--- src/nonogram_pkg.sv ---
`default_nettype none

package nonogram_pkg;

    ////////////////////////////////////////
    // pixel format
    ////////////////////////////////////////

    // rgb 4:4:4, one pixel per grid cell
    typedef struct packed {
        logic [3:0] red;
        logic [3:0] green;
        logic [3:0] blue;
    } pixel_t;

    ////////////////////////////////////////
    // grid and clue format
    ////////////////////////////////////////

    localparam int default_grid_w = 40;  // cells per row
    localparam int default_grid_h = 30;  // cells per column

    localparam int run_w = 6;  // bits per run field

    // luma sum at or below this is a black cell
    localparam logic [3:0] fill_threshold = 4'd5;

    // worst case is alternating filled and empty cells
    function automatic int max_runs(input int length);
        return (length + 1) / 2;
    endfunction

endpackage

`default_nettype wire

--- src/cell_binarizer.sv ---
`timescale 1ns/1ps
`default_nettype none

module cell_binarizer (
    input  wire logic                 clk_65mhz,
    input  wire logic                 reset,
    // pixel stream in
    input  wire logic                 pixel_valid,
    output logic                      pixel_ready,
    input  wire nonogram_pkg::pixel_t pixel_data,
    // cell stream out
    output logic                      cell_valid,
    input  wire logic                 cell_ready,
    output logic                      cell_filled
);
    import nonogram_pkg::*;

    logic [3:0] luma;  // max 3 + 7 + 3 = 13, fits
    logic       take;

    // weighted luma, green counts double
    assign luma = (pixel_data.red >> 2) + (pixel_data.green >> 1) + (pixel_data.blue >> 2);

    // slot empty or draining this cycle
    assign pixel_ready = !cell_valid || cell_ready;
    assign take        = pixel_valid && pixel_ready;

    always_ff @(posedge clk_65mhz) begin
        if (reset) begin
            cell_valid <= 1'b0;
        end else if (pixel_ready) begin
            cell_valid <= pixel_valid;
        end
    end

    always_ff @(posedge clk_65mhz) begin
        if (take) begin
            cell_filled <= (luma <= fill_threshold);  // dark pixel -> filled cell
        end
    end

    ////////////////////////////////////////
    // checks
    ////////////////////////////////////////

    // buffer side may stall, the cell must wait unchanged
    cell_hold: assert property (@(posedge clk_65mhz) disable iff (reset)
        cell_valid && !cell_ready |=> cell_valid && $stable(cell_filled));

endmodule

`default_nettype wire

--- src/grid_frame_buffer.sv ---
`timescale 1ns/1ps
`default_nettype none

module grid_frame_buffer #(
    parameter  int grid_w   = nonogram_pkg::default_grid_w,
    parameter  int grid_h   = nonogram_pkg::default_grid_h,
    localparam int row_bits = $clog2(grid_h),
    localparam int col_bits = $clog2(grid_w)
) (
    input  wire logic                clk_65mhz,
    input  wire logic                reset,
    // cell stream in, raster order
    input  wire logic                cell_valid,
    output logic                     cell_ready,
    input  wire logic                cell_filled,
    // frame link to the encoder
    output logic                     frame_valid,
    input  wire logic [row_bits-1:0] rd_row,
    input  wire logic [col_bits-1:0] rd_col,
    output logic                     rd_filled,
    input  wire logic                frame_done
);

    logic [grid_w-1:0]   cells [grid_h];  // one bit per cell, 1 = black
    logic [row_bits-1:0] wr_row;
    logic [col_bits-1:0] wr_col;
    logic                full;
    logic                wr_en;
    logic                last_col;
    logic                last_cell;

    assign cell_ready  = !full;
    assign frame_valid = full;
    assign wr_en       = cell_valid && cell_ready;

    assign last_col  = (wr_col == col_bits'(grid_w - 1));
    assign last_cell = last_col && (wr_row == row_bits'(grid_h - 1));

    // encoder reads straight out of the array
    assign rd_filled = cells[rd_row][rd_col];

    ////////////////////////////////////////
    // write side
    ////////////////////////////////////////

    always_ff @(posedge clk_65mhz) begin
        if (reset) begin
            wr_row <= '0;
            wr_col <= '0;
            full   <= 1'b0;
        end else begin
            if (wr_en) begin
                if (last_col) begin
                    wr_col <= '0;
                    // wraps to the top on the last cell
                    wr_row <= last_cell ? '0 : wr_row + 1'b1;
                end else begin
                    wr_col <= wr_col + 1'b1;
                end
            end

            if (frame_done) begin
                full <= 1'b0;  // encoder finished, accept the next frame
            end else if (wr_en && last_cell) begin
                full <= 1'b1;
            end
        end
    end

    always_ff @(posedge clk_65mhz) begin
        if (wr_en) begin
            cells[wr_row][wr_col] <= cell_filled;
        end
    end

    ////////////////////////////////////////
    // checks
    ////////////////////////////////////////

    // while full nothing lands and the pointer sits at cell 0
    no_write_when_full: assert property (@(posedge clk_65mhz) disable iff (reset)
        full |-> !wr_en && wr_row == '0 && wr_col == '0);

    // encoder may only release a frame it was given
    done_needs_frame: assert property (@(posedge clk_65mhz) disable iff (reset)
        frame_done |-> frame_valid);

endmodule

`default_nettype wire

--- src/clue_encoder.sv ---
`timescale 1ns/1ps
`default_nettype none

module clue_encoder #(
    parameter  int grid_w     = nonogram_pkg::default_grid_w,
    parameter  int grid_h     = nonogram_pkg::default_grid_h,
    localparam int max_dim    = (grid_w > grid_h) ? grid_w : grid_h,
    localparam int slots      = nonogram_pkg::max_runs(max_dim),
    localparam int clue_w     = slots * nonogram_pkg::run_w,
    localparam int runs_bits  = $clog2(slots + 1),
    localparam int index_bits = $clog2(max_dim),
    localparam int row_bits   = $clog2(grid_h),
    localparam int col_bits   = $clog2(grid_w)
) (
    input  wire logic          clk_65mhz,
    input  wire logic          reset,
    // frame link from the buffer
    input  wire logic          frame_valid,
    output logic [row_bits-1:0] rd_row,
    output logic [col_bits-1:0] rd_col,
    input  wire logic          rd_filled,
    output logic               frame_done,
    // clue stream out
    output logic               clue_valid,
    input  wire logic          clue_ready,
    output logic [clue_w-1:0]  clue_data,
    output logic [runs_bits-1:0] clue_runs,
    output logic               clue_is_column,
    output logic [index_bits-1:0] clue_index
);
    import nonogram_pkg::*;

    typedef enum logic [2:0] {
        st_idle,
        st_scan_rows,
        st_scan_cols,
        st_emit,
        st_done
    } state_t;

    state_t                state;
    logic [index_bits-1:0] pos;          // cell position along the line
    logic                  run_started;
    logic [run_w-1:0]      run_len;
    logic                  scanning;
    logic                  line_end;
    logic                  close_run;
    logic [run_w-1:0]      next_len;
    logic [run_w-1:0]      close_len;
    logic [index_bits-1:0] last_pos;
    logic [index_bits-1:0] last_line;

    ////////////////////////////////////////
    // run tracking
    ////////////////////////////////////////

    assign scanning  = (state == st_scan_rows) || (state == st_scan_cols);
    assign last_pos  = clue_is_column ? index_bits'(grid_h - 1) : index_bits'(grid_w - 1);
    assign last_line = clue_is_column ? index_bits'(grid_w - 1) : index_bits'(grid_h - 1);
    assign line_end  = (pos == last_pos);

    assign next_len = run_started ? run_len + 1'b1 : run_w'(1);

    // a run ends on an empty cell, or with the line if still filled
    assign close_run = scanning && ((!rd_filled && run_started) || (line_end && rd_filled));
    assign close_len = rd_filled ? next_len : run_len;

    // rows walk columns, columns walk rows
    assign rd_row = clue_is_column ? row_bits'(pos) : row_bits'(clue_index);
    assign rd_col = clue_is_column ? col_bits'(clue_index) : col_bits'(pos);

    assign clue_valid = (state == st_emit);
    assign frame_done = (state == st_done);

    ////////////////////////////////////////
    // scan fsm
    ////////////////////////////////////////

    always_ff @(posedge clk_65mhz) begin
        if (reset) begin
            state          <= st_idle;
            pos            <= '0;
            clue_index     <= '0;
            clue_is_column <= 1'b0;
            run_started    <= 1'b0;
            clue_runs      <= '0;
        end else begin
            case (state)
                st_idle: begin
                    if (frame_valid) begin
                        state          <= st_scan_rows;
                        pos            <= '0;
                        clue_index     <= '0;
                        clue_is_column <= 1'b0;
                        run_started    <= 1'b0;
                        clue_runs      <= '0;
                    end
                end

                st_scan_rows, st_scan_cols: begin
                    run_started <= rd_filled;
                    if (close_run) begin
                        clue_runs <= clue_runs + 1'b1;
                    end
                    if (line_end) begin
                        pos         <= '0;
                        run_started <= 1'b0;
                        state       <= st_emit;
                    end else begin
                        pos <= pos + 1'b1;
                    end
                end

                st_emit: begin
                    // hold everything until the clue is taken
                    if (clue_ready) begin
                        clue_runs <= '0;
                        if (clue_index == last_line) begin
                            clue_index <= '0;
                            if (clue_is_column) begin
                                state <= st_done;
                            end else begin
                                clue_is_column <= 1'b1;  // rows done, on to columns
                                state          <= st_scan_cols;
                            end
                        end else begin
                            clue_index <= clue_index + 1'b1;
                            state      <= clue_is_column ? st_scan_cols : st_scan_rows;
                        end
                    end
                end

                st_done: begin
                    state <= st_idle;  // frame_done is high for this one cycle
                end

                default: begin
                    state <= st_idle;
                end
            endcase
        end
    end

    // clue word and run length
    always_ff @(posedge clk_65mhz) begin
        if (scanning) begin
            run_len <= rd_filled ? next_len : '0;
            if (close_run) begin
                clue_data[clue_runs * run_w +: run_w] <= close_len;
            end
        end else if ((state == st_idle) || (clue_valid && clue_ready)) begin
            clue_data <= '0;  // unused fields read as zero
        end
    end

    ////////////////////////////////////////
    // checks
    ////////////////////////////////////////

    clue_stall_hold: assert property (@(posedge clk_65mhz) disable iff (reset)
        clue_valid && !clue_ready |=> clue_valid && $stable(clue_data)
            && $stable(clue_runs) && $stable(clue_index));

endmodule

`default_nettype wire

--- src/nonogram_clue_top.sv ---
`timescale 1ns/1ps
`default_nettype none

module nonogram_clue_top #(
    parameter  int grid_w     = nonogram_pkg::default_grid_w,
    parameter  int grid_h     = nonogram_pkg::default_grid_h,
    localparam int max_dim    = (grid_w > grid_h) ? grid_w : grid_h,
    localparam int slots      = nonogram_pkg::max_runs(max_dim),
    localparam int clue_w     = slots * nonogram_pkg::run_w,
    localparam int runs_bits  = $clog2(slots + 1),
    localparam int index_bits = $clog2(max_dim)
) (
    input  wire logic                 clk_65mhz,
    input  wire logic                 reset,
    input  wire logic                 pixel_valid,
    output logic                      pixel_ready,
    input  wire nonogram_pkg::pixel_t pixel_data,
    output logic                      clue_valid,
    input  wire logic                 clue_ready,
    output logic [clue_w-1:0]         clue_data,
    output logic [runs_bits-1:0]      clue_runs,
    output logic                      clue_is_column,
    output logic [index_bits-1:0]     clue_index
);

    localparam int row_bits = $clog2(grid_h);
    localparam int col_bits = $clog2(grid_w);

    logic                cell_valid;
    logic                cell_ready;
    logic                cell_filled;
    logic                frame_valid;
    logic [row_bits-1:0] rd_row;
    logic [col_bits-1:0] rd_col;
    logic                rd_filled;
    logic                frame_done;

    cell_binarizer cell_binarizer_i (
        .clk_65mhz   (clk_65mhz),
        .reset       (reset),
        .pixel_valid (pixel_valid),
        .pixel_ready (pixel_ready),
        .pixel_data  (pixel_data),
        .cell_valid  (cell_valid),
        .cell_ready  (cell_ready),
        .cell_filled (cell_filled)
    );

    grid_frame_buffer #(
        .grid_w (grid_w),
        .grid_h (grid_h)
    ) grid_frame_buffer_i (
        .clk_65mhz   (clk_65mhz),
        .reset       (reset),
        .cell_valid  (cell_valid),
        .cell_ready  (cell_ready),
        .cell_filled (cell_filled),
        .frame_valid (frame_valid),
        .rd_row      (rd_row),
        .rd_col      (rd_col),
        .rd_filled   (rd_filled),
        .frame_done  (frame_done)
    );

    clue_encoder #(
        .grid_w (grid_w),
        .grid_h (grid_h)
    ) clue_encoder_i (
        .clk_65mhz      (clk_65mhz),
        .reset          (reset),
        .frame_valid    (frame_valid),
        .rd_row         (rd_row),
        .rd_col         (rd_col),
        .rd_filled      (rd_filled),
        .frame_done     (frame_done),
        .clue_valid     (clue_valid),
        .clue_ready     (clue_ready),
        .clue_data      (clue_data),
        .clue_runs      (clue_runs),
        .clue_is_column (clue_is_column),
        .clue_index     (clue_index)
    );

endmodule

`default_nettype wire

--- config.mk ---
export PLATFORM = sky130hd
export DESIGN_NAME = nonogram_clue_top
export DESIGN_NICKNAME = d
export VERILOG_FILES = /design/src/nonogram_pkg.sv /design/src/cell_binarizer.sv /design/src/grid_frame_buffer.sv /design/src/clue_encoder.sv /design/src/nonogram_clue_top.sv
export SDC_FILE = /design/constraint.sdc
export NUM_CORES = 2
export LEC_CHECK = 0
export ABC_AREA = 1
export BUFFER_PORTS_ARGS = -buffer_cell sky130_fd_sc_hd__buf_2
export CAP_MARGIN = 40
export CORE_MARGIN = 2
export CORE_UTILIZATION = 55
export CTS_CLUSTER_DIAMETER = 50
export DETAILED_ROUTE_END_ITERATION = 16
export HOLD_SLACK_MARGIN = 0.06
export PLACE_DENSITY = 0.7
export SYNTH_ARGS = -nofsm -noshare
export SYNTH_HDL_FRONTEND = slang
export SYNTH_SLANG_ARGS = --single-unit
--- constraint.sdc ---
create_clock -name clk_65mhz -period 21.7 [get_ports clk_65mhz]
set_input_delay 6.51 -clock clk_65mhz [delete_from_list [all_inputs] [get_ports clk_65mhz]]
set_output_delay 6.51 -clock clk_65mhz [all_outputs]
set_load 0.005 [all_outputs]
* After elaboration in Yosys (flattened, before gate mapping) *
Memory sizes are Yosys's and may differ from the RTL's.
Index checks and enable logic that the tools add are counted.

storage, ports and cells
  memory bits (writable) = 1200
  memories = 1
  output and inout bits = 134
  word-level logic and storage cells = 115
  input port bits = 16
  bits in registers = 162

memories
  memory                     depth  width  read ports  clocked after memory_dff  wr ports  line                     source
  grid_frame_buffer_i.cells  30     40     1           0                         1         grid_frame_buffer.sv:24  logic [grid_w-1:0] cells [grid_h];

cells by class
  equality and inequality tests = 14
  order comparisons = 4
  muxes and demuxes = 41
  add/subtract/negate cells = 9
  reductions and logical operators = 30
  shift operators = 2
  multiply operators = 1

operators with widths
  cell                                                                       number
  120-bit two-way mux                                                        3
  120-bit bitwise mux                                                        1
  6-bit by 34-bit variable shift with 120-bit output (first input constant)  1
  6-bit by 34-bit variable part select with 120-bit output                   1
  6-bit two-way mux                                                          10
  40-bit two-way mux                                                         1
  8-bit negator with 34-bit output                                           1
  5-bit two-way mux                                                          5
  6-bit by 1-bit adder with 6-bit output (second input constant)             4
  6-bit case mux with 2 select lines                                         2
  3-bit two-way mux                                                          5
  5-bit case mux with 3 select lines                                         1
  6-bit by 7-bit < comparator with 1-bit output (second input constant)      2
  6-bit == test                                                              2
  5-bit by 1-bit adder with 5-bit output (second input constant)             2
  1-bit logical AND                                                          9
  3-bit case mux with 3 select lines                                         1
  2-bit inequality test (second input constant)                              4
  4-bit AND reduction                                                        2
  5-bit by 2-bit multiplier with 7-bit output (second input constant)        1
  1-bit two-way mux                                                          7
  1-bit binary-select mux with 6-bit select                                  1
  1-bit demux with 6-bit select                                              1
  3-bit by 2-bit == test with 1-bit output (second input constant)           2
  19 further kinds                                                           32

* Depth between registers and ports, before layout *
An unclocked memory read counts as a cell.

  depth after elaboration = 10
  mapped depth = 29

* Hierarchy *
A second synthesis with hierarchy kept.

unflattened totals
  cell total of the unflattened synthesis = 6537
  area, all modules = 63216.9 µm²

modules (own cells, without submodules)
  module             area an instance (µm²)  cells an instance  times used  seq. area each (µm²)
  grid_frame_buffer  54342.1                 5415               1           36274.8
  clue_encoder       8675.8                  1099               1           4224.1
  cell_binarizer     198.9                   23                 1           50.0

* Least setup slack after synthesis *
No wires, ideal clock.

  path kind = register to register
  start point = reg cell_binarizer_i.cell_filled
  end point = mem grid_frame_buffer_i.cells[0][0] (netlist name) (data pin)
  arrival time = 14032 ps
  data required time = 18605 ps
  cell stages (with the launch flop) = 1
  path slack = 4573 ps
  cell sequence = edfxtp_1

RTL lines
  what                      line                     source
  start: declaration        cell_binarizer.sv:14     output logic cell_filled
  start signal: assignment  cell_binarizer.sv:38     cell_filled <= (luma <= fill_threshold);
  end: declaration          grid_frame_buffer.sv:24

No word-level cell before the write port.

* Worst setup path in the final report *
  start point = reg clue_encoder_i.clue_is_column
  end point = reg clue_encoder_i.clue_data[86], enable pin

between the ends
  cells in the longest elaborated chain, start to end = 10

ends and longest elaborated chain
  what                                       line                     source
  start: declaration                         clue_encoder.sv:28       output logic clue_is_column,
  start signal: assignment                   clue_encoder.sv:84       clue_is_column <= 1'b0;
  start signal: assignment                   clue_encoder.sv:94       clue_is_column <= 1'b0;
  start signal: assignment                   clue_encoder.sv:123      clue_is_column <= 1'b1;
  5-bit two-way mux                          clue_encoder.sv:69       assign rd_row = clue_is_column ? row_bits'(pos) : row_bits'(clue_index);
  memory 30 x 40 bit                         n/a
  1-bit binary-select mux with 6-bit select  grid_frame_buffer.sv:40  assign rd_filled = cells[rd_row][rd_col];
  1-bit two-way mux (not written as such)    grid_frame_buffer.sv:40
  1-bit logical NOT                          clue_encoder.sv:65       assign close_run = scanning && ((!rd_filled && run_started) || (line_end && rd_filled));
  1-bit logical AND                          clue_encoder.sv:65
  1-bit logical OR *                         clue_encoder.sv:65
  1-bit logical AND *                        clue_encoder.sv:65
  2-bit inequality test (no source line) *   n/a
  2-bit AND reduction (no source line) *     n/a
  end signal: indexed assignment             clue_encoder.sv:149      clue_data[clue_runs * run_w +: run_w] <= close_len;
  end: declaration                           clue_encoder.sv:26       output logic [clue_w-1:0] clue_data,

Every way passes the cells marked *; elsewhere a longest branch is shown, timed or not. The select of a mux whose other input is x is not followed.
A chain may end at the register's enable or synchronous reset.

==> insert_results.sql <==
INSERT INTO impl_metrics (metric_group, metric, value, unit) VALUES
('routing', 'drt_iter0_markers', '6808', ''),
('run_status', 'status', 'complete, no violations', ''),
('final_layout', 'layout_commonest_cell', 'nor2_1', ''),
('placement', 'post-place-ws', '13040', 'ps'),
('final_layout', 'nNetsFinal', '7123', ''),
('placement', 'place_area', '67830', 'um^2'),
('cts', 'cts_tree', 'yes', ''),
('routing', 'vias', '51110', ''),
('timing', 'hold_viol_final', '0', ''),
('worst_setup_path', 'setup.worst_path.class', 'flop to flop', ''),
('routing', 'detail-route-antenna-nets', '0', ''),
('synth', 'post_synth.cell_area_avg', '9.123', 'um^2'),
('cts', 'clk_pin_slew_worst_setup_hold_paths', '60', 'ps'),
('synth', 'synth.cell_area', '65560', 'um^2'),
('pwr', 'switching_share', '0.3742', ''),
('synth', 'yosys.cell_types.count', '44', ''),
('timing', 'postLayoutSetupSlackWorst', '13280', 'ps'),
('placement', 'io_buffer_count', '144', ''),
('cts', 'cts_sinks', '1362', ''),
('final_layout', 'fin_area', '72680', 'um^2'),
('final_layout', 'utilization', '0.6155', ''),
('worst_setup_path', 'critPathCaptureType', 'flop', ''),
('timing', 'report.final.slew_viol_count', '0', ''),
('pwr', 'power.switching', '3.198', 'mW'),
('cts', 'cts_setup_buffers', '0', ''),
('floorplanning', 'initial_core_util', '0.5552', ''),
('pwr', 'vdd.ir_drop.worst', '0.1369', 'mV'),
('pwr', 'power-per-cell-area', '117.6', 'nW/um^2'),
('min_path', 'hold_class', 'flop to flop', ''),
('flow_run', 'maxCapViolations', '0', ''),
('grt', 'grt_first_pass_wirelength', '281900', 'um'),
('timing', 'setup_viol', '0', ''),
('pwr', 'leak_pwr', '27.45', 'nW'),
('timing', 'grt_setup_unrepaired', 'no', ''),
('grt', 'track_usage', '0.3043', ''),
('placement', 'post-dp-hpwl', '99790', 'um'),
('synth', 'post_synth_inst_count', '7186', ''),
('routing', 'drc', '0', ''),
('cts', 'clkLatencyLatePin', '780', 'ps'),
('cts', 'postCtsHoldBufs', '0', ''),
('final_layout', 'post_layout_nonfiller_instances', '8742', ''),
('cts', 'number_of_clock_buffers_inserted_by_tritoncts', '152', ''),
('floorplanning', 'die_width', '349.3', 'um'),
('floorplanning', 'die-height', '349.3', 'um'),
('final_layout', 'most-common-layout-cells', 'nor2_1 (1408), nand2_1 (1398), edfxtp_1 (1327)', ''),
('worst_setup_path', 'critical_path.max_fanout', '202', ''),
('floorplanning', 'core', '118100', 'um^2'),
('worst_setup_path', 'cp_common_cell', 'nand2_1', ''),
('timing', 'worst_hold_slack', '506.2', 'ps'),
('grt', 'antenna_found_initial', '5', ''),
('routing', 'route.detailed.vias_per_inst', '5.847', ''),
('pwr', 'cell_internal_pwr', '5.348', 'mW'),
('timing', 'achievable-frequency', '118.8', 'MHz'),
('floorplanning', 'num_io_pins', '150', ''),
('synth', 'total_of_flip_flops_plus_latches_after_synthesis', '1362', ''),
('cts', 'htree_num_levels', '4', ''),
('timing', 'setup-tns-final', '0', 'ps'),
('timing', 'fin_skew', '44.94', 'ps'),
('cts', 'clock_path_buffers', '3', ''),
('floorplanning', 'rows', '126', ''),
('routing', 'drt_wl_total', '187000', 'um'),
('pwr', 'share_comb_of_total_power', '0.330', ''),
('worst_setup_path', 'cp_slowest_stage_delay', '770', 'ps'),
('placement', 'place.gp.congestion', '0.9235', ''),
('synth', 'synth.net_count', '7227', ''),
('final_layout', 'fill_cells', '9682', ''),
('routing', 'routed_wire_length_per_instance', '21.39', 'um'),
('routing', 'detail_route.first_pass.iterations', '8', ''),
('worst_setup_path', 'cp.buffers_inverters', '8', ''),
('cts', 'cts-resized-gates', '0', ''),
('synth', 'yosysTopAreaCellShare', '0.6078', '');
[flip-flops by register name, indices dropped and copies added, names as in the netlist, 3 cells and up]
name and count:
grid_frame_buffer_i.cells 1200, clue_encoder_i.clue_data 120, clue_encoder_i.clue_index 6, clue_encoder_i.pos 6, clue_encoder_i.run_len 6, grid_frame_buffer_i.wr_col 6
clue_encoder_i.clue_runs 5, grid_frame_buffer_i.wr_row 5, clue_encoder_i.state 3
[power groups by stage]
stage          logic (mW)  clock network, mW  registers, mW
6_report             2.82               2.53           3.20
5_1_grt              3.09               2.65           3.20
4_1_cts              2.78               2.54           3.19
3_5_place_dp         2.76                  0           3.25
3_3_place_gp         2.64                  0           3.25
2_1_floorplan        1.83                  0           3.44
[worst register-to-register path, cell delays in order, from the launching register on]
cell      delay [ps]
dfxtp_1          340
buf_4            310
nand2_4          450
nand2_8          780
buf_12           610
buf_4           1170
buf_4            570
buf_16           320
nand2_1          150
nand3_1          110
nand2_1           60
nand2_1           50
nand3_1           80
nand2_1          100
nand3_1          120
nand3_1          140
nand3_1           80
nand2_1          220
nand2_1          110
nand2_2          110
nand3_2          260
a21oi_1          350
nand2_1          130
o211ai_1         100
buf_4            500
buf_4            570
buf_12           300
[cells by family after synthesis]
| logic type | synth area share |
|---|---|
| AOI/OAI and AO/OA | 0.03363 |
| xor gates and xnor gates | 0.001202 |
| adders and majority gates | 0.005229 |
| buffers and inverters | 0.08159 |
| DFF | 0.6185 |
| and+or+nand+nor | 0.2598 |
[worst paths after layout]
| kind | end | depth (start not counted) | slack (ps) | from |
|---|---|---|---|---|
| min | clue_encoder_i.pos[5]$_SDFFE_PP0P_ | 2 | 510 | clue_encoder_i.pos[5]$_SDFFE_PP0P_ |
| max reg2reg | clue_encoder_i.clue_data[86]$_SDFFCE_PN0P_ | 26 | 13280 | clue_encoder_i.clue_is_column$_SDFFE_PP0P_ |
| max | clue_encoder_i.clue_data[86]$_SDFFCE_PN0P_ | 26 | 13280 | clue_encoder_i.clue_is_column$_SDFFE_PP0P_ |
| min reg2reg | clue_encoder_i.pos[5]$_SDFFE_PP0P_ | 2 | 510 | clue_encoder_i.pos[5]$_SDFFE_PP0P_ |
[routing by layer]
metal  global-route usage  vias to the layer above  part of all wire
li1                     -                    23350                 -
met1               0.3984                    24400              0.38
met3              0.05892                      556              0.11
met4               0.1333                        6             0.045
met2               0.4951                     2801              0.47
met5                    0                        -           0.00022
[Yosys cell counts]
cell type / n
nor3_2: 1
nand3_1: 1140
nor3_1: 15
buf_6: 4
and2_1: 2
a221oi_1: 2
dfxtp_1: 35
a21boi_0: 1
xor2_1: 6
o22ai_1: 5
o21a_1: 5
a22oi_1: 1
o21ai_2: 4
nor4_2: 1
a21oi_1: 148
a31oi_1: 1
inv_1: 768
nor4_1: 2
nor2_2: 3
nand2_2: 10
clkbuf_1: 293
fa_1: 4
inv_2: 5
clkinv_1: 2
a2111oi_0: 1
o211ai_1: 63
o21ai_1: 28
buf_4: 34
nor2_4: 1
nand4_1: 20
nand3b_1: 30
buf_1: 9
nand3_2: 2
o21ai_0: 132
buf_2: 201
edfxtp_1: 1327
nand2_1: 1427
o2111ai_1: 1
or2_2: 14
a211oi_1: 4
nor3b_1: 2
ha_1: 21
xnor2_1: 3
nor2_1: 1408
[layout make-up]
| class | count | area [um^2] | share of cell area |
|---|---|---|---|
| flip-flops and latches | 1362 | 40550 | 0.5579 |
| multi-input cells | 4508 | 19850 | 0.2731 |
| clock buffers | 194 | 4035 | 0.05552 |
| inverters | 775 | 2917 | 0.04013 |
| repair buffers | 283 | 2594 | 0.03569 |
| well taps | 1536 | 1922 | 0.02644 |
| clock inverters | 82 | 812.0 | 0.01117 |
| diodes | 2 | 5.005 | 0.00006886 |
(Power assumes the default switching activity.)
